--- config.mk ---
export PLATFORM = sky130hd
export DESIGN_NAME = apuPulsePair
export DESIGN_NICKNAME = d
export VERILOG_FILES = /design/src/rtl/apuPkg.sv /design/src/rtl/lengthTable.sv /design/src/rtl/frameSequencer.sv /design/src/rtl/squareChan.sv /design/src/rtl/pulseMixer.sv /design/src/rtl/apuPulsePair.sv
export SDC_FILE = /design/constraint.sdc
export NUM_CORES = 1
export LEC_CHECK = 0
export ABC_AREA = 1
export BUFFER_PORTS_ARGS = -buffer_cell sky130_fd_sc_hd__buf_4
export CAP_MARGIN = 20
export CORE_MARGIN = 2
export CORE_UTILIZATION = 58
export CTS_CLUSTER_DIAMETER = 200
export DETAILED_ROUTE_END_ITERATION = 8
export MAX_ROUTING_LAYER = met4
export PLACE_DENSITY = 0.78
export RECOVER_POWER = 25
export SYNTH_ARGS = -nofsm -noshare
export SYNTH_HDL_FRONTEND = slang
export SYNTH_SLANG_ARGS = --single-unit
--- constraint.sdc ---
create_clock -name clk -period 4.2 [get_ports clk]
set_input_delay 0.42 -clock clk [delete_from_list [all_inputs] [get_ports clk]]
set_output_delay 0.42 -clock clk [all_outputs]
set_load 0.1 [all_outputs]
--- src/rtl/apuPkg.sv ---
package apuPkg;

  // ============================================================
  // Datapath widths
  // ============================================================

  // Output level of one pulse channel
  typedef logic [3:0] sampleT;

  // Sum of both channel levels
  typedef logic [4:0] mixT;

  typedef logic [10:0] periodT;
  typedef logic [7:0] lenCountT;

  // Index into the length table, from data bits 7..3
  typedef logic [4:0] lenIndexT;

  typedef logic [7:0] regByteT;

  // ============================================================
  // Channel register map, low two address bits
  // ============================================================
  typedef enum logic [1:0] {
    regDutyVol  = 2'd0,
    regSweep    = 2'd1,
    regPeriodLo = 2'd2,
    regPeriodHi = 2'd3
  } chanRegT;

endpackage

--- src/rtl/lengthTable.sv ---
module lengthTable import apuPkg::*; (
  input  lenIndexT index,
  output lenCountT length
);

  // Standard console length values, in half frames
  always_comb begin
    case (index)
      5'd0:    length = 8'd10;
      5'd1:    length = 8'd254;
      5'd2:    length = 8'd20;
      5'd3:    length = 8'd2;
      5'd4:    length = 8'd40;
      5'd5:    length = 8'd4;
      5'd6:    length = 8'd80;
      5'd7:    length = 8'd6;
      5'd8:    length = 8'd160;
      5'd9:    length = 8'd8;
      5'd10:   length = 8'd60;
      5'd11:   length = 8'd10;
      5'd12:   length = 8'd14;
      5'd13:   length = 8'd12;
      5'd14:   length = 8'd26;
      5'd15:   length = 8'd14;
      5'd16:   length = 8'd12;
      5'd17:   length = 8'd16;
      5'd18:   length = 8'd24;
      5'd19:   length = 8'd18;
      5'd20:   length = 8'd48;
      5'd21:   length = 8'd20;
      5'd22:   length = 8'd96;
      5'd23:   length = 8'd22;
      5'd24:   length = 8'd192;
      5'd25:   length = 8'd24;
      5'd26:   length = 8'd72;
      5'd27:   length = 8'd26;
      5'd28:   length = 8'd16;
      5'd29:   length = 8'd28;
      5'd30:   length = 8'd32;
      default: length = 8'd30;
    endcase
  end

endmodule

--- src/rtl/frameSequencer.sv ---
module frameSequencer #(
  parameter int FramePeriod = 7457
) (
  input  logic clk,
  input  logic reset,
  input  logic ce,
  output logic quarterTick,
  output logic halfTick
);

  localparam int CountW = (FramePeriod > 1) ? $clog2(FramePeriod) : 1;

  logic [CountW-1:0] tickCount;
  logic              frameWrap;
  logic              halfPhase;

  // Last ce tick of a quarter frame
  assign frameWrap = ce && (tickCount == CountW'(FramePeriod - 1));

  // ============================================================
  // Quarter-frame divider
  // ============================================================
  always_ff @(posedge clk) begin
    if (reset) begin
      tickCount <= '0;
      halfPhase <= 1'b0;
    end else if (ce) begin
      if (frameWrap) begin
        tickCount <= '0;
        halfPhase <= ~halfPhase;
      end else begin
        tickCount <= tickCount + 1'b1;
      end
    end
  end

  // Strobes line up with the ce tick that ends the quarter frame
  assign quarterTick = frameWrap;
  // every second quarter is also a half frame
  assign halfTick = frameWrap && halfPhase;

endmodule

--- src/rtl/squareChan.sv ---
module squareChan import apuPkg::*; #(
  parameter bit SecondChannel = 1'b0
) (
  input  logic     clk,
  input  logic     reset,
  input  logic     ce,
  input  logic     chanWrite,
  input  chanRegT  regSel,
  input  regByteT  regData,
  input  lenCountT lengthLoad,
  input  logic     halfTick,
  input  logic     quarterTick,
  input  logic     enabled,
  output sampleT   sample,
  output logic     lengthActive
);

  logic [1:0]  duty;
  logic        envLoop;
  logic        constVol;
  logic        envRestart;
  sampleT      volume;
  sampleT      envLevel;
  logic [3:0]  envDivider;
  logic        sweepEnable;
  logic        sweepNegate;
  logic        sweepReload;
  logic [2:0]  sweepPeriod;
  logic [2:0]  sweepDivider;
  logic [2:0]  sweepShift;
  periodT      period;
  logic [11:0] timerCount;
  logic [2:0]  seqPos;
  lenCountT    lenCount;

  periodT      shiftedPeriod;
  periodT      sweepDelta;
  logic [11:0] sweepTarget;
  logic        freqValid;
  logic        dutyHigh;

  // ============================================================
  // Sweep target and mute condition
  // ============================================================
  assign shiftedPeriod = period >> sweepShift;
  // First channel negates with ones' complement, second with two's
  assign sweepDelta = sweepNegate ? (~shiftedPeriod + periodT'(SecondChannel))
                                  : shiftedPeriod;
  assign sweepTarget = {1'b0, period} + {1'b0, sweepDelta};
  assign freqValid = (period >= 11'd8) && (sweepNegate || !sweepTarget[11]);

  // Length halt shares the envelope loop bit
  assign lengthActive = (lenCount != '0);

  always_ff @(posedge clk) begin
    if (reset) begin
      duty         <= '0;
      envLoop      <= 1'b0;
      constVol     <= 1'b0;
      envRestart   <= 1'b0;
      volume       <= '0;
      envLevel     <= '0;
      envDivider   <= '0;
      sweepEnable  <= 1'b0;
      sweepNegate  <= 1'b0;
      sweepReload  <= 1'b0;
      sweepPeriod  <= '0;
      sweepDivider <= '0;
      sweepShift   <= '0;
      period       <= '0;
      timerCount   <= '0;
      seqPos       <= '0;
      lenCount     <= '0;
    end else if (ce) begin
      // Half-rate timer gives 2 * (period + 1) ticks per step
      if (timerCount == '0) begin
        timerCount <= {period, 1'b1};
        seqPos     <= seqPos - 3'd1;
      end else begin
        timerCount <= timerCount - 12'd1;
      end

      if (halfTick && lenCount != '0 && !envLoop)
        lenCount <= lenCount - 8'd1;

      if (halfTick) begin
        if (sweepReload || sweepDivider == '0)
          sweepDivider <= sweepPeriod;
        else
          sweepDivider <= sweepDivider - 3'd1;
        if (sweepDivider == '0 && sweepEnable && sweepShift != '0 && freqValid)
          period <= sweepTarget[10:0];
        sweepReload <= 1'b0;
      end

      if (quarterTick) begin
        if (envRestart) begin
          envLevel   <= 4'd15;
          envDivider <= volume;
          envRestart <= 1'b0;
        end else if (envDivider == '0) begin
          envDivider <= volume;
          if (envLevel != '0 || envLoop)
            envLevel <= envLevel - 4'd1;
        end else begin
          envDivider <= envDivider - 4'd1;
        end
      end

      // Register writes win over the periodic updates above
      if (chanWrite) begin
        case (regSel)
          regDutyVol: begin
            duty     <= regData[7:6];
            envLoop  <= regData[5];
            constVol <= regData[4];
            volume   <= regData[3:0];
          end
          regSweep: begin
            sweepEnable <= regData[7];
            sweepPeriod <= regData[6:4];
            sweepNegate <= regData[3];
            sweepShift  <= regData[2:0];
            sweepReload <= 1'b1;
          end
          regPeriodLo: period[7:0] <= regData;
          regPeriodHi: begin
            period[10:8] <= regData[2:0];
            lenCount     <= lengthLoad;
            envRestart   <= 1'b1;
            seqPos       <= '0;
          end
          default: ;
        endcase
      end

      if (!enabled)
        lenCount <= '0;
    end
  end

  // ============================================================
  // Output level
  // ============================================================
  always_comb begin
    case (duty)
      2'd0:    dutyHigh = (seqPos == 3'd7);
      2'd1:    dutyHigh = (seqPos >= 3'd6);
      2'd2:    dutyHigh = (seqPos >= 3'd4);
      default: dutyHigh = (seqPos < 3'd6);
    endcase
    if (lenCount == '0 || !freqValid || !dutyHigh)
      sample = '0;
    else
      sample = constVol ? volume : envLevel;
  end

endmodule

--- src/rtl/pulseMixer.sv ---
module pulseMixer import apuPkg::*; (
  input  logic   clk,
  input  logic   reset,
  input  logic   ce,
  input  sampleT sampleA,
  input  sampleT sampleB,
  output mixT    mixSample,
  output logic   sampleValid,
  input  logic   sampleReady
);

  mixT  levelSum;
  logic slotFree;
  logic capture;

  // Linear sum, one spare bit for the carry
  assign levelSum = {1'b0, sampleA} + {1'b0, sampleB};

  // ============================================================
  // One-entry output register
  // ============================================================

  // Free when empty or when the held sample leaves this cycle
  assign slotFree = !sampleValid || sampleReady;
  assign capture  = ce && slotFree;

  always_ff @(posedge clk) begin
    if (reset) begin
      sampleValid <= 1'b0;
    end else if (capture) begin
      sampleValid <= 1'b1;
    end else if (sampleReady) begin
      sampleValid <= 1'b0;
    end
  end

  // Held steady while stalled
  always_ff @(posedge clk) begin
    if (capture)
      mixSample <= levelSum;
  end

endmodule

--- src/rtl/apuPulsePair.sv ---
module apuPulsePair import apuPkg::*; #(
  parameter int FramePeriod = 7457
) (
  input  logic       clk,
  input  logic       reset,
  input  logic       ce,
  input  logic       regWrite,
  input  logic [2:0] regAddr,
  input  regByteT    regData,
  input  logic [1:0] chanEnable,
  output logic [1:0] lengthActive,
  output mixT        mixSample,
  output logic       sampleValid,
  input  logic       sampleReady
);

  logic     quarterTick;
  logic     halfTick;
  logic     chanWrite0;
  logic     chanWrite1;
  chanRegT  regSel;
  lenCountT lengthLoad;
  sampleT   sample0;
  sampleT   sample1;

  // ============================================================
  // Address decode, bit 2 picks the channel
  // ============================================================
  assign regSel     = chanRegT'(regAddr[1:0]);
  assign chanWrite0 = regWrite && !regAddr[2];
  assign chanWrite1 = regWrite && regAddr[2];

  frameSequencer #(.FramePeriod(FramePeriod)) frameSeq (
    .clk, .reset, .ce,
    .quarterTick, .halfTick
  );

  // Shared by both channels
  lengthTable lenTable (
    .index  (lenIndexT'(regData[7:3])),
    .length (lengthLoad)
  );

  squareChan #(.SecondChannel(1'b0)) chan0 (
    .clk, .reset, .ce,
    .chanWrite (chanWrite0),
    .regSel, .regData, .lengthLoad,
    .halfTick, .quarterTick,
    .enabled      (chanEnable[0]),
    .sample       (sample0),
    .lengthActive (lengthActive[0])
  );

  squareChan #(.SecondChannel(1'b1)) chan1 (
    .clk, .reset, .ce,
    .chanWrite (chanWrite1),
    .regSel, .regData, .lengthLoad,
    .halfTick, .quarterTick,
    .enabled      (chanEnable[1]),
    .sample       (sample1),
    .lengthActive (lengthActive[1])
  );

  pulseMixer mixer (
    .clk, .reset, .ce,
    .sampleA (sample0),
    .sampleB (sample1),
    .mixSample, .sampleValid, .sampleReady
  );

endmodule

=== Word level (Yosys, flattened, before mapping) ===
Memories as Yosys holds them, arrays and structs flattened.
Index checks and enable logic that the tools add are counted.

* Bits in registers: 146
* Bits in read-only memories: 224
* Input port bits: 18
* Output and inout port bits: 8
* Logic and storage cells: 208
* Memories kept: 1

{| class="wikitable"
|+ Memory list
! memory !! words !! width !! read ports !! clocked after memory_dff !! write ports !! RTL line !! text
|-
| (no name shown) || 32 || 7 || 1 || 0 || 0 || lengthTable.sv:8 || <nowiki>case (index)</nowiki>
|}

* Add/sub/neg operators: 17
* Order comparisons: 8
* Equality and inequality tests: 10
* Shifts and indexed selects: 2
* Multiplexer cells: 61
* Bitwise logic cells: 3
* Reduce and logical (&&, ||, !) cells: 68

{| class="wikitable"
|+ Operator list
! operator !! count
|-
| 2-to-1 mux 11 bit || 8
|-
| 2-to-1 mux 8 bit || 10
|-
| 2-to-1 mux 4 bit || 14
|-
| 2-to-1 mux 3 bit || 10
|-
| adder 11 x 11 -> 12 bit || 2
|-
| logical NOT 12 bit || 2
|-
| 2-to-1 mux 12 bit || 2
|-
| subtractor 12 x 1 -> 12 bit, second input constant || 2
|-
| >= comparator 11 x 4 -> 1 bit, second input constant || 2
|-
| inverter 11 bit || 2
|-
| right shift 11 x 3 -> 11 bit || 2
|-
| logical AND 1 bit || 17
|-
| logical NOT 8 bit || 2
|-
| nonzero test 8 bit || 2
|-
| subtractor 4 x 1 -> 4 bit, second input constant || 4
|-
| subtractor 8 x 1 -> 8 bit, second input constant || 2
|-
| 2-to-1 mux 1 bit || 14
|-
| adder 13 x 1 -> 13 bit, second input constant || 1
|-
| == test 13 bit, second input constant || 1
|-
| 2-to-1 mux 13 bit || 1
|-
| >= comparator 3 bit, second input constant || 4
|-
| AND reduction 3 bit || 4
|-
| subtractor 3 x 1 -> 3 bit, second input constant || 4
|-
| adder 11 x 1 -> 11 bit, second input constant || 1
|-
| 17 further kinds || 56
|}

=== Longest topological paths before layout ===
Gate-level depths: netlist of run 1.

* Word-level depth: 13
* Mapped depth: 29
* Depth with buffers taken out: 29

=== Cells and area by module ===
From an unflattened synthesis of run 1, not the netlist that was laid out.

* Cells, all modules: 1705
* Area, all modules: 10894.2 sq um

{| class="wikitable"
|+ Modules (own cells, without submodules)
! module !! times used !! cells each !! area each (sq um) !! sequential area each (sq um)
|-
| squareChan at chan1 || 1 || 758 || 4764.6 || 1261.2
|-
| squareChan at chan0 || 1 || 722 || 4611.9 || 1261.2
|-
| frameSequencer || 1 || 117 || 789.5 || 280.3
|-
| lengthTable || 1 || 68 || 361.6 || 0.0
|-
| pulseMixer || 1 || 36 || 349.1 || 170.2
|-
| apuPulsePair || 1 || 4 || 17.5 || 0.0
|}

=== Worst setup path before layout of run 1 ===
OpenSTA, ideal clock, no wires.

* Path type: flip-flop to flip-flop
* Start point: reg chan1.sweepShift[0]
* End point: reg mixer.mixSample[2], data pin
* Setup time: 0.258 ns
* Arrival time: 3.755 ns
* Data required time: 3.942 ns
* Setup slack: 0.187 ns
* Cell stages (with the launch flop): 30
* Path buffers: 2
* Clock period less this slack: 4.013 ns
* Cells stage by stage: dfxtp_1 -> buf_2 -> buf_6 -> nand2_1 -> o21ai_1 -> o21ai_0 -> nand2_1 -> o21ai_2 -> ha_1 -> nand2_1 -> nor2_2 -> nand2_1 -> nand2_1 -> nand2_1 -> nand2_1 -> inv_1 -> ha_1 -> nand2_1 -> inv_1 -> nand2_1 -> nand2_1 -> nand2_1 -> nand3_1 -> a21oi_2 -> nand3_1 -> a211oi_1 -> ha_1 -> inv_1 -> fa_1 -> xnor2_1

* Cells in the longest elaborated chain, start to end: 13

{| class="wikitable"
|+ Ends and longest elaborated chain
! what !! RTL line !! text
|-
| start, declared || squareChan.sv:30 || <nowiki>logic [2:0] sweepShift;</nowiki>
|-
| start signal, assigned || squareChan.sv:123 || <nowiki>sweepShift <= regData[2:0];</nowiki>
|-
| right shift 11 x 3 -> 11 bit (*) || squareChan.sv:45 || <nowiki>assign shiftedPeriod = period >> sweepShift;</nowiki>
|-
| inverter 11 bit || squareChan.sv:47 || <nowiki>assign sweepDelta = sweepNegate ? (~shiftedPeriod + periodT'(SecondChannel))</nowiki>
|-
| adder 11 x 1 -> 11 bit || squareChan.sv:47 ||
|-
| 2-to-1 mux 11 bit (*) || squareChan.sv:47 ||
|-
| adder 11 x 11 -> 12 bit (*) || squareChan.sv:49 || <nowiki>assign sweepTarget = {1'b0, period} + {1'b0, sweepDelta};</nowiki>
|-
| logical NOT 1 bit (*) || squareChan.sv:50 || <nowiki>assign freqValid = (period >= 11'd8) && (sweepNegate || !sweepTarget[11]);</nowiki>
|-
| logical OR 1 bit (*) || squareChan.sv:50 ||
|-
| logical AND 1 bit (*) || squareChan.sv:50 ||
|-
| logical NOT 1 bit (*) || squareChan.sv:152 || <nowiki>if (lenCount == '0 || !freqValid || !dutyHigh)</nowiki>
|-
| logical OR 1 bit (*) (2 in series) || squareChan.sv:152 ||
|-
| 2-to-1 mux 4 bit (*) || squareChan.sv:152 ||
|-
| adder 4 x 4 -> 5 bit (*) || pulseMixer.sv:17 || <nowiki>assign levelSum = {1'b0, sampleA} + {1'b0, sampleB};</nowiki>
|-
| net mixer.levelSum[2] || pulseMixer.sv:12 || <nowiki>mixT levelSum;</nowiki>
|-
| end signal, assigned || pulseMixer.sv:40 || <nowiki>mixSample <= levelSum;</nowiki>
|-
| end, declared || pulseMixer.sv:7 || <nowiki>output mixT mixSample,</nowiki>
|}

Mark *: on every way through the listed nets, which the timed path passes. The rest lies on a longest branch.
A chain may end at the register's enable or synchronous reset.

=== Worst setup path after layout of run 1 ===
* Start point: reg chan1.sweepShift[0]
* End point: reg mixer.mixSample[1], data pin

The elaborated chain is that of the path after synthesis.

==> results.json, run 1 <==
{
  "status": "complete, but fails checks",
  "violations": "max-capacitance violations, max-slew violations",
  "end_kind": "flip-flop",
  "startpoint": "chan1.sweepShift[0]",
  "die_w_um": 138,
  "synth.cell_area_mm2": 0.0104,
  "seq_area_frac_synth_pct": 28.5,
  "pwr-share-comb_pct": 25.6,
  "path_clk_slew_ps": 70,
  "post-route-util_pct": 66.4,
  "worst-path-buf-inv": 5,
  "grt_overflow_total": 0,
  "setup_viol": 0,
  "dp_slack_ps": -192,
  "antenna_left": 0,
  "clock-root-buffer": "clkbuf_16",
  "syn_nets": 1711,
  "synth_edf_count": 5,
  "place_congestion": 0.952,
  "fin_ws_ps": 113,
  "grt_antenna_before_repair": 0,
  "worst_setup_path_start_kind": "flip-flop",
  "synthCells": 1637,
  "clk_path_buf_depth": 2,
  "drc": 0,
  "fin_tns_setup_ps": 0,
  "worst_path_most_repeated_cell": "nand2_2",
  "antenna_cells": 0,
  "clock_power_share_pct": 36.0,
  "hpwl_um": 21400,
  "core.rowCount": 49,
  "crit_required_ps": 4400,
  "hold_viol_final": 0,
  "io_pins": 26,
  "p_total_uw": 4270,
  "clock_sinks": 146,
  "fin_crit_ps": 4090,
  "grt_setup_unrepaired": "yes",
  "cpMaxStageDelayCell": "fa_2",
  "grt_pass1_wl_um": 48600,
  "grt_use_total_pct": 31.6,
  "die_h_um": 138,
  "period_share_pct": 97.3,
  "grt_max_degree": 73,
  "fp.coreArea_mm2": 0.0178,
  "maxCapViolCount": 1,
  "r2r-end": "mixer.mixSample[1]",
  "final_common_cell": "nand2_1",
  "crit_path_end": "mixer.mixSample[1]",
  "swShare_pct": 35.5,
  "cp_max_fo": 8,
  "reg2reg_from": "chan1.sweepShift[0]",
  "drive_above_1_share_pct": 9.88,
  "switchingPower_uw": 1520,
  "fin_nets": 1761,
  "drt_wl_total_um": 29600,
  "p_leak_uw": 0.00539,
  "pwr-share-seq_pct": 38.3,
  "drt_iter0_markers": 927,
  "yosysUniqueCellTypes": 52,
  "stdcell_count": 1929,
  "max_slew_margin_pct": -56.2,
  "syn_area_per_cell_um2": 6.36,
  "syn_to_final_growth_pct": 13.2,
  "max_stage_delay_ps": 520,
  "numPortBuffers": 25,
  "drv_slew": 52,
  "fill_cells": 1614,
  "dr.pass1.iters": 7,
  "cts_made_buffers": 17,
  "final_cell_mix": "398 x nand2_1, 209 x inv_1, 144 x o21ai_0",
  "fin_worst_skew_ps": 10.9,
  "vias_per_cell": 5.71,
  "clk_latency_ps": 430,
  "yosys_warnings": 0,
  "first_global_vias": 9998,
  "ys_ff_latch": 146,
  "rr_worst_depth": 23,
  "async_reset_ff_share_pct": 0,
  "cts_hold_buf": 0,
  "critical_path_class": "flip-flop to flip-flop",
  "crit_arrival_ps": 4290,
  "worst_pin_slew_ps": 2340,
  "place_inst": 1893,
  "cp_num_cells": 23,
  "fmax_mhz": 245,
  "hold_path.class": "input pin to flip-flop",
  "synthFlopType": "dfxtp_1",
  "htree_levels": 4,
  "critPathTopFamily": "compound AO/OA/AOI/OAI gates",
  "start_util_pct": 58.6,
  "irDropWorstVdd_mv": 0.290,
  "cp_cell_sequence": "buf_4 -> buf_4 -> nor2_1 -> inv_1 -> o21ai_0 -> o21ai_2 -> nand2_1 -> nor2_4 -> nand2_1 -> nand2_2 -> xor2_2 -> ha_4 -> nand2_2 -> nand2_2 -> a21oi_2 -> nand3_2 -> a21oi_4 -> nand3_2 -> a211oi_2 -> ha_2 -> inv_2 -> fa_2 -> inv_2",
  "powerDensity_mw_per_mm2": 362,
  "dieArea_mm2": 0.0191,
  "cts_tree": "built",
  "vias": 11000,
  "internal_power_uw": 2750,
  "reg2reg_slack_ps": 110,
  "wl_per_cell_um": 15.4
}
[worst min-delay path, delay by kind of cell]
family	cells	cell delay, ps
buf+inv	2	120
compound gates	1	50
simple gates	1	50
[worst min-delay path by stage]
stage                        end         startpoint  slack (ps)  cells after the start
2_1_floorplan  chan1.envLevel[0]  chan1.envLevel[0]         400                      1
3_3_place_gp   chan1.envLevel[0]  chan1.envLevel[0]         420                      1
3_5_place_dp   chan1.envLevel[0]  chan1.envLevel[0]         420                      1
4_1_cts        mixer.sampleValid        sampleReady         250                      4
5_1_grt        mixer.sampleValid        sampleReady         280                      4
6_report       mixer.sampleValid        sampleReady         250                      4
[logic make-up after synthesis]
family	share of synthesized area, %
AND/OR/NAND/NOR	30.9
AO/OA/AOI/OAI	19.2
buffers and inverters	10.3
flip-flops	28.5
adder cells (fa/ha/maj)	6.94
XOR/XNOR	3.87
multiplexers	0.192
[repair_timing]
item / 4_1_cts / 5_1_grt
buffers inserted: 0 / 3
setup endpoints to repair: 4 / 4
resized for setup: 2 / 44
pin swaps: 0 / 16
[registers in the layout (all words and copies together), names as in the netlist, 5 cells and up]
signal / flops
frameSeq.tickCount: 13
mixer.mixSample: 5
chan1.lenCount: 8
chan1.timerCount: 12
chan0.timerCount: 12
chan0.lenCount: 8
chan1.period: 11
chan0.period: 11
[power by group through the flow]
stage                     clock network [uW]  registers, uW  logic (uW)
final                                   1540           1640        1090
after floorplan                            0           1660         794
after global placement                     0           1660        1020
after detailed placement                   0           1660        1050
after CTS                               1540           1630        1060
after global routing                    1600           1650        1240
[cell type report]
class	instances	area, um2	share of cell area [%]
Multi-Input combinational cell	1221	6500	55.1
Sequential cell	146	2980	25.2
Inverter	219	822	6.97
Timing Repair Buffer	82	613	5.20
Clock buffer	17	425	3.61
Tap cell	229	287	2.43
Clock inverter	15	169	1.43
[routing by layer]
| metal | part of all wire, % | wire (um) | vias to the layer above | track usage (%) |
|---|---|---|---|---|
| met4 | 2.0 | 603 | 0 | 8.27 |
| li1 | - | - | 5497 | - |
| met3 | 7.6 | 2260 | 46 | 5.09 |
| met1 | 45 | 13400 | 5079 | 43.0 |
| met2 | 45 | 13400 | 397 | 49.1 |
| met5 | 0 | 0 | - | - |
[through the flow]
stage	hold slack [ps]	cell area [um2]
6_report	251	11800
5_1_grt	277	11800
4_1_cts	248	11600
3_5_place_dp	425	11000
3_3_place_gp	417	11000
2_1_floorplan	403	10400
[cells in the mapped netlist, types with 4 or more instances]
| cell | count | area [um2] |
|---|---|---|
| o22ai_1 | 14 | 87.6 |
| a31oi_1 | 8 | 50.1 |
| nor4_1 | 5 | 31.3 |
| xnor2_1 | 9 | 78.8 |
| clkinv_1 | 4 | 15.0 |
| nor2_1 | 140 | 526 |
| nor3_1 | 19 | 95.1 |
| nand4_1 | 25 | 156 |
| inv_1 | 212 | 796 |
| nor2_2 | 5 | 31.3 |
| ha_1 | 53 | 663 |
| a211oi_1 | 6 | 45.0 |
| buf_2 | 6 | 30.0 |
| nand2_2 | 4 | 25.0 |
| o211ai_1 | 13 | 97.6 |
| xor2_1 | 37 | 324 |
| o21ai_0 | 151 | 756 |
| a21oi_1 | 147 | 736 |
| nand3_1 | 125 | 626 |
| clkbuf_1 | 31 | 116 |
| buf_4 | 6 | 45.0 |
| nand2_1 | 403 | 1510 |
| o31ai_1 | 5 | 37.5 |
| a221oi_1 | 6 | 52.6 |
| edfxtp_1 | 5 | 150 |
| o21ai_1 | 6 | 30.0 |
| dfxtp_1 | 141 | 2820 |
| nor2_4 | 6 | 67.6 |
(Power assumes the default switching activity.)
==> inputs of run 2 (changes only) <==
- BUFFER_PORTS_ARGS: -buffer_cell sky130_fd_sc_hd__buf_4 -> unset
- CORE_UTILIZATION: 58 -> 59
- DONT_BUFFER_PORTS: unset -> 1
==> run 2 against run 1 <==
  * The run still ends with max-capacitance violations, max-slew violations left
  * Die area shrank 1.6%
  * First-iteration DRC count grew 1.9%
  * Critical path depth increased by 3
  * Via count decreased by 0.95%
  * Global-route usage rose by 0.88 points
  * Critical path type unchanged
  * Critical endpoint is now mixer.mixSample[3]
  * Largest cell class unchanged
==> results.json, run 2 (same netlist as run 1, synthesis figures left out) <==
{
  "status": "complete, but fails checks",
  "violations": "max-capacitance violations, max-slew violations",
  "crit_required_ps": 4380,
  "die_w_um": 137,
  "dieArea_mm2": 0.0187,
  "fin_ws_ps": 76.0,
  "reg_top3": "frameSeq.tickCount (13), chan0.timerCount (12), chan1.timerCount (12)",
  "antenna_cells": 0,
  "io_pins": 26,
  "cp_max_fo": 7,
  "max_stage_delay_ps": 370,
  "drt_wl_total_um": 29600,
  "dp_slack_ps": -174,
  "numPortBuffers": 0,
  "final_common_cell": "nand2_1",
  "worst_setup_path_start_kind": "flip-flop",
  "powerDensity_mw_per_mm2": 353,
  "stdcell_count": 1894,
  "crit_arrival_ps": 4310,
  "die_h_um": 137,
  "place_congestion": 0.993,
  "setup_viol": 0,
  "cpMaxStageDelayCell": "dfxtp_4",
  "fin_tns_setup_ps": 0,
  "grt_use_total_pct": 32.4,
  "vias": 10900,
  "drc": 0,
  "vias_per_cell": 5.76,
  "fin_nets": 1730,
  "drv_slew": 56,
  "maxCapViolCount": 2,
  "worst_pin_slew_ps": 2780,
  "start_util_pct": 60.2,
  "hold_path.class": "input pin to flip-flop",
  "clk_latency_ps": 430,
  "path_clk_slew_ps": 60,
  "grt_overflow_total": 0,
  "end_kind": "flip-flop",
  "drive_above_1_share_pct": 9.11,
  "clock_sinks": 146,
  "cts_tree": "built",
  "hold_viol_final": 0,
  "hpwl_um": 21100,
  "critical_path_class": "flip-flop to flip-flop",
  "grt_max_degree": 74,
  "dr.pass1.iters": 5,
  "wl_per_cell_um": 15.6,
  "antenna_left": 0,
  "htree_levels": 4,
  "grt_pass1_wl_um": 46900,
  "period_share_pct": 98.2,
  "grt_antenna_before_repair": 0,
  "irDropWorstVdd_mv": 0.331,
  "clk_path_buf_depth": 2,
  "max_slew_margin_pct": -85.1,
  "largest_reg_flops": 13,
  "worst_path_most_repeated_cell": "nand2_1",
  "clock-root-buffer": "clkbuf_16",
  "fmax_mhz": 242,
  "core.rowCount": 48,
  "place_inst": 1851,
  "cts_made_buffers": 17,
  "first_global_vias": 9601,
  "fin_crit_ps": 4120,
  "max_flop_register": "frameSeq.tickCount",
  "drt_iter0_markers": 945,
  "fp.coreArea_mm2": 0.0173,
  "final_cell_mix": "391 x nand2_1, 208 x inv_1, 145 x a21oi_1",
  "syn_to_final_growth_pct": 10.7,
  "cts_hold_buf": 0,
  "p_leak_uw": 0.00523,
  "fin_worst_skew_ps": 9.23
}
run 2: cell types whose count changed in the layout (fill, tap and decap cells not counted), moves of 3 or more:
| cell | before | now |
|---|---|---|
| buf_4 | 73 | 48 |
| nand2_2 | 8 | 16 |
| nand2_1 | 398 | 391 |
| o21ai_2 | 7 | 11 |
| clkbuf_8 | 0 | 3 |
| clkinv_2 | 0 | 3 |
| inv_6 | 4 | 1 |
| inv_8 | 3 | 0 |
| o21ai_0 | 144 | 141 |
run 2: cell type report:
type	count	area, um2
flip-flops and latches	146	2980
repair buffers	51	379
inverters	219	822
well taps	225	282
multi-input cells	1221	6530
clock inverters	8	56.3
fillers	1590	5760
clock buffers	24	482
run 2: worst paths after layout:
path | startpoint | to | slack (ps) | depth (start not counted)
worst max-delay path | chan1.sweepShift[0] | mixer.mixSample[3] | 80 | 26
worst min-delay path | reset | chan1.timerCount[4] | 60 | 1
worst max register to register | chan1.sweepShift[0] | mixer.mixSample[3] | 80 | 26
worst min register to register | chan1.envLevel[0] | chan1.envLevel[0] | 430 | 1
run 2: timing repair:
item,CTS,global route
resized for setup,7,56
hold endpoints to repair,0,0
buffers inserted,1,10
pin swaps,3,20
setup endpoints to repair,4,4
run 2: stage by stage:
| stage | cell area, um2 | utilization [%] | hold slack [ps] | power, uW |
|---|---|---|---|---|
| floorplan | 10400 | - | 403 | 2450 |
| global placement | 10700 | 62.1 | 414 | 2620 |
| detailed placement | 10700 | 62.1 | 419 | 2650 |
| CTS | 11300 | 65.3 | 53.8 | 4040 |
| global route | 11500 | 66.7 | 47.7 | 4290 |
| finish | 11500 | 66.7 | 57.4 | 4070 |
run 2: worst max-delay path, delay by kind of cell (launching register included):
family,cells,cell delay (ps)
simple gates,12,1110
compound gates,6,830
fa+ha+maj,3,790
buf+inv,3,430
flops,1,370
xor+xnor,2,320
run 2: per-layer routing:
layer | wire (um) | global-route usage, % | up-vias
met1 | 13400 | 43.8 | 5004
met5 | 0 | - | -
met3 | 2410 | 7.59 | 66
met2 | 13000 | 48.4 | 413
li1 | - | - | 5431
met4 | 781 | 9.51 | 0
run 2: report_power, final:
part           internal (uW)  switching, uW  leakage, uW
logic                    371            633      0.00377
clock network            803            604     0.000261
registers               1520            137      0.00120
total                   2690           1370      0.00523
==> inputs of run 3 (changes only) <==
- ABC_AREA: 1 -> unset
==> run 3 against run 2 <==
  * Cell count shrank 19%
  * Fmax shrank 0.22%
  * Core utilization grew 1.3 points
  * Synthesized cell count shrank 22%
  * Via count shrank 11%
  * Largest power group unchanged
  * Flip-flop and latch count is the same
  * Largest cell class unchanged
  * The run now ends clean
  * Synthesized area shrank 2.9%
  * Global-route usage shrank 1.1 points
  * Wire length shrank 6.3%
  * Critical path depth shrank 6
  * Sequential power is essentially flat
==> results.json, run 3 <==
{
  "synth_top_family_by_area": "simple AND/OR/NAND/NOR gates",
  "clock_power_share_pct": 36.8,
  "yosysUniqueCellTypes": 74,
  "yosysMostFrequentCell": "nor2_1",
  "pwr-share-seq_pct": 41.3,
  "grt_pass1_wl_um": 44600,
  "async_reset_ff_share_pct": 0,
  "irDropWorstVdd_mv": 0.312,
  "vias": 9664,
  "top_layer_used": "met4",
  "synthDominantCellAreaShare_pct": 27.9,
  "synthTopCellsByArea": "dfxtp_1 28%, mux2i_1 7.8%, ha_1 6.6%",
  "cts_tree": "built",
  "cp_cell_sequence": "buf_4 -> mux2i_4 -> mux2i_2 -> a21oi_2 -> ha_2 -> nand2_2 -> nor4b_2 -> o311ai_1 -> nand3_1 -> ha_1 -> inv_2 -> or3_4 -> a211oi_4 -> nor2_2 -> nand4b_1 -> nor2_1 -> ha_1 -> a21o_1 -> a21oi_2 -> xnor2_1",
  "drt_iter0_markers": 871,
  "path_clk_slew_ps": 60,
  "synth.cell_area_mm2": 0.0101,
  "die_w_um": 135,
  "synth.area.mux_share_pct": 9.15,
  "io_pins": 26,
  "worst_setup_path_start_kind": "flip-flop",
  "synth_fa_ha_area_share_pct": 7.15,
  "synthXorXnorAreaFrac_pct": 4.93,
  "drc": 0,
  "fp.coreArea_mm2": 0.0167,
  "crit_required_ps": 4390,
  "worst_pin_slew_ps": 1090,
  "drt_wl_total_um": 27700,
  "clock-root-buffer": "clkbuf_16",
  "powerDensity_mw_per_mm2": 349,
  "place_congestion": 1.01,
  "netlist_top_cells_count": "155 x nor2_1, 141 x dfxtp_1, 106 x a21oi_1, 95 x nand2_1, 79 x mux2i_1",
  "syn_nets": 1358,
  "fmax_mhz": 242,
  "ys_ff_latch": 146,
  "hold_viol_final": 0,
  "cts_hold_buf": 0,
  "synthFlopType": "dfxtp_1",
  "fill_cells": 1399,
  "drive_above_1_share_pct": 13.0,
  "end_kind": "flip-flop",
  "core.rowCount": 47,
  "clk_path_buf_depth": 2,
  "grt_overflow_total": 0,
  "max_flop_register": "frameSeq.tickCount",
  "cpMaxStageDelayCell": "or3_4",
  "numPortBuffers": 0,
  "crit_arrival_ps": 4320,
  "fin_tns_setup_ps": 0,
  "reg_top3": "frameSeq.tickCount (13), chan0.timerCount (12), chan1.timerCount (12)",
  "synth-simple-area-share_pct": 22.9,
  "antenna_left": 0,
  "regArea_mm2": 0.00298,
  "max_slew_margin_pct": 27.0,
  "wl_met1_um": 12200,
  "hpwl_um": 19200,
  "clk_latency_ps": 430,
  "p_leak_uw": 0.00440,
  "setup_viol": 0,
  "syn_to_final_growth_pct": 12.3,
  "yosys_warnings": 0,
  "fin_crit_ps": 4130,
  "fin_worst_skew_ps": 9.12,
  "drv_slew": 0,
  "clock_sinks": 146,
  "syn_area_per_cell_um2": 7.88,
  "status": "finished clean",
  "cp_max_fo": 6,
  "largest_reg_flops": 13,
  "first_global_vias": 8834,
  "period_share_pct": 98.4,
  "post-route-util_pct": 68.0,
  "switchingPower_uw": 1310,
  "grt_max_degree": 124,
  "dr.pass1.iters": 5,
  "die_h_um": 135,
  "vias_per_cell": 6.30,
  "start_util_pct": 60.6,
  "max_stage_delay_ps": 380,
  "synth_edf_count": 5,
  "htree_levels": 4,
  "synth-compound-area-share_pct": 21.1,
  "dr_wl_met3_um": 2040,
  "grt_use_total_pct": 31.3,
  "pwr-share-comb_pct": 22.0,
  "critical_path_class": "flip-flop to flip-flop",
  "antenna_cells": 0,
  "swShare_pct": 33.1,
  "internal_power_uw": 2650,
  "synthCells": 1284,
  "dr_wl_met2_um": 12700,
  "wl_per_cell_um": 18.1,
  "grt_setup_unrepaired": "yes",
  "grt_antenna_before_repair": 0,
  "maxCapViolCount": 0,
  "dieArea_mm2": 0.0182,
  "final_cell_mix": "154 x nor2_1, 136 x dfxtp_1, 101 x a21oi_1",
  "fin_nets": 1374,
  "multi_input_area_mm2": 0.00678,
  "yosys.area.top_type": "dfxtp_1",
  "seq_area_frac_synth_pct": 29.4,
  "cts_made_buffers": 17,
  "hold_path.class": "input pin to flip-flop",
  "final_common_cell": "nor2_1"
}
run 3: power by group through the flow:
stage | logic [uW] | clock network, uW | registers, uW
2_1_floorplan | 719 | 0 | 1630
3_3_place_gp | 819 | 0 | 1660
3_5_place_dp | 841 | 0 | 1660
4_1_cts | 853 | 1470 | 1630
5_1_grt | 983 | 1530 | 1650
6_report | 872 | 1460 | 1640
run 3: metrics by stage:
stage / std cells / hold slack (ps) / area [um2] / setup slack [ps] / total power, uW
2_1_floorplan: 1284 / 432 / 10100 / 0.542 / 2350
3_3_place_gp: 1497 / 434 / 10600 / -110 / 2480
3_5_place_dp: 1497 / 439 / 10600 / -203 / 2500
4_1_cts: 1530 / 51.8 / 11200 / 0.992 / 3960
5_1_grt: 1533 / 45.2 / 11400 / -146 / 4170
6_report: 1533 / 50.3 / 11400 / 66.8 / 3970
run 3: final cells by class:
| type | count | share of cell area [%] |
|---|---|---|
| clock buffer | 18 | 3.87 |
| clock inverter | 14 | 1.04 |
| multi-input combinational | 1001 | 59.7 |
| tap | 220 | 2.42 |
| sequential | 146 | 26.3 |
| timing repair buffer | 72 | 4.69 |
| inverter | 62 | 2.05 |
run 3: repair_timing:
item	4_1_cts	5_1_grt
gates resized for setup	4	45
endpoints found under the hold margin	0	0
pin swaps	1	17
buffers inserted	1	3
endpoints found under the setup margin	4	4
run 3: path summary, 6_finish.rpt:
| kind | startpoint | to | slack, ps | depth (start not counted) |
|---|---|---|---|---|
| worst max-delay path | chan1.sweepShift[1] | mixer.mixSample[3] | 70 | 20 |
| worst min-delay path | reset | chan0.envDivider[3] | 50 | 1 |
| worst max register to register | chan1.sweepShift[1] | mixer.mixSample[3] | 70 | 20 |
| worst min register to register | chan0.sweepDivider[1] | chan0.sweepDivider[1] | 450 | 2 |
run 3: worst max-delay path, delay by kind of cell (launching register included):
kind,cells,cell delay (ps)
compound gates,5,1000
simple gates,7,1010
xor+xnor,1,70
fa+ha+maj,3,800
buf+inv,2,190
flops,1,370
mux,2,420
run 3: routing by layer:
layer	vias up	global-route usage, %
met5	-	-
met4	0	11.3
met3	54	6.08
met2	327	48.4
met1	4592	41.1
li1	4691	-
run 3: cell families (layout without fill, tap and decap cells):
logic type	Yosys count	count (layout)
and+or+nand+nor	471	471
adders and majority gates	56	56
xor gates and xnor gates	57	57
AOI/OAI and AO/OA	329	329
buffers and inverters	137	166
muxes	88	88
DFF	146	146
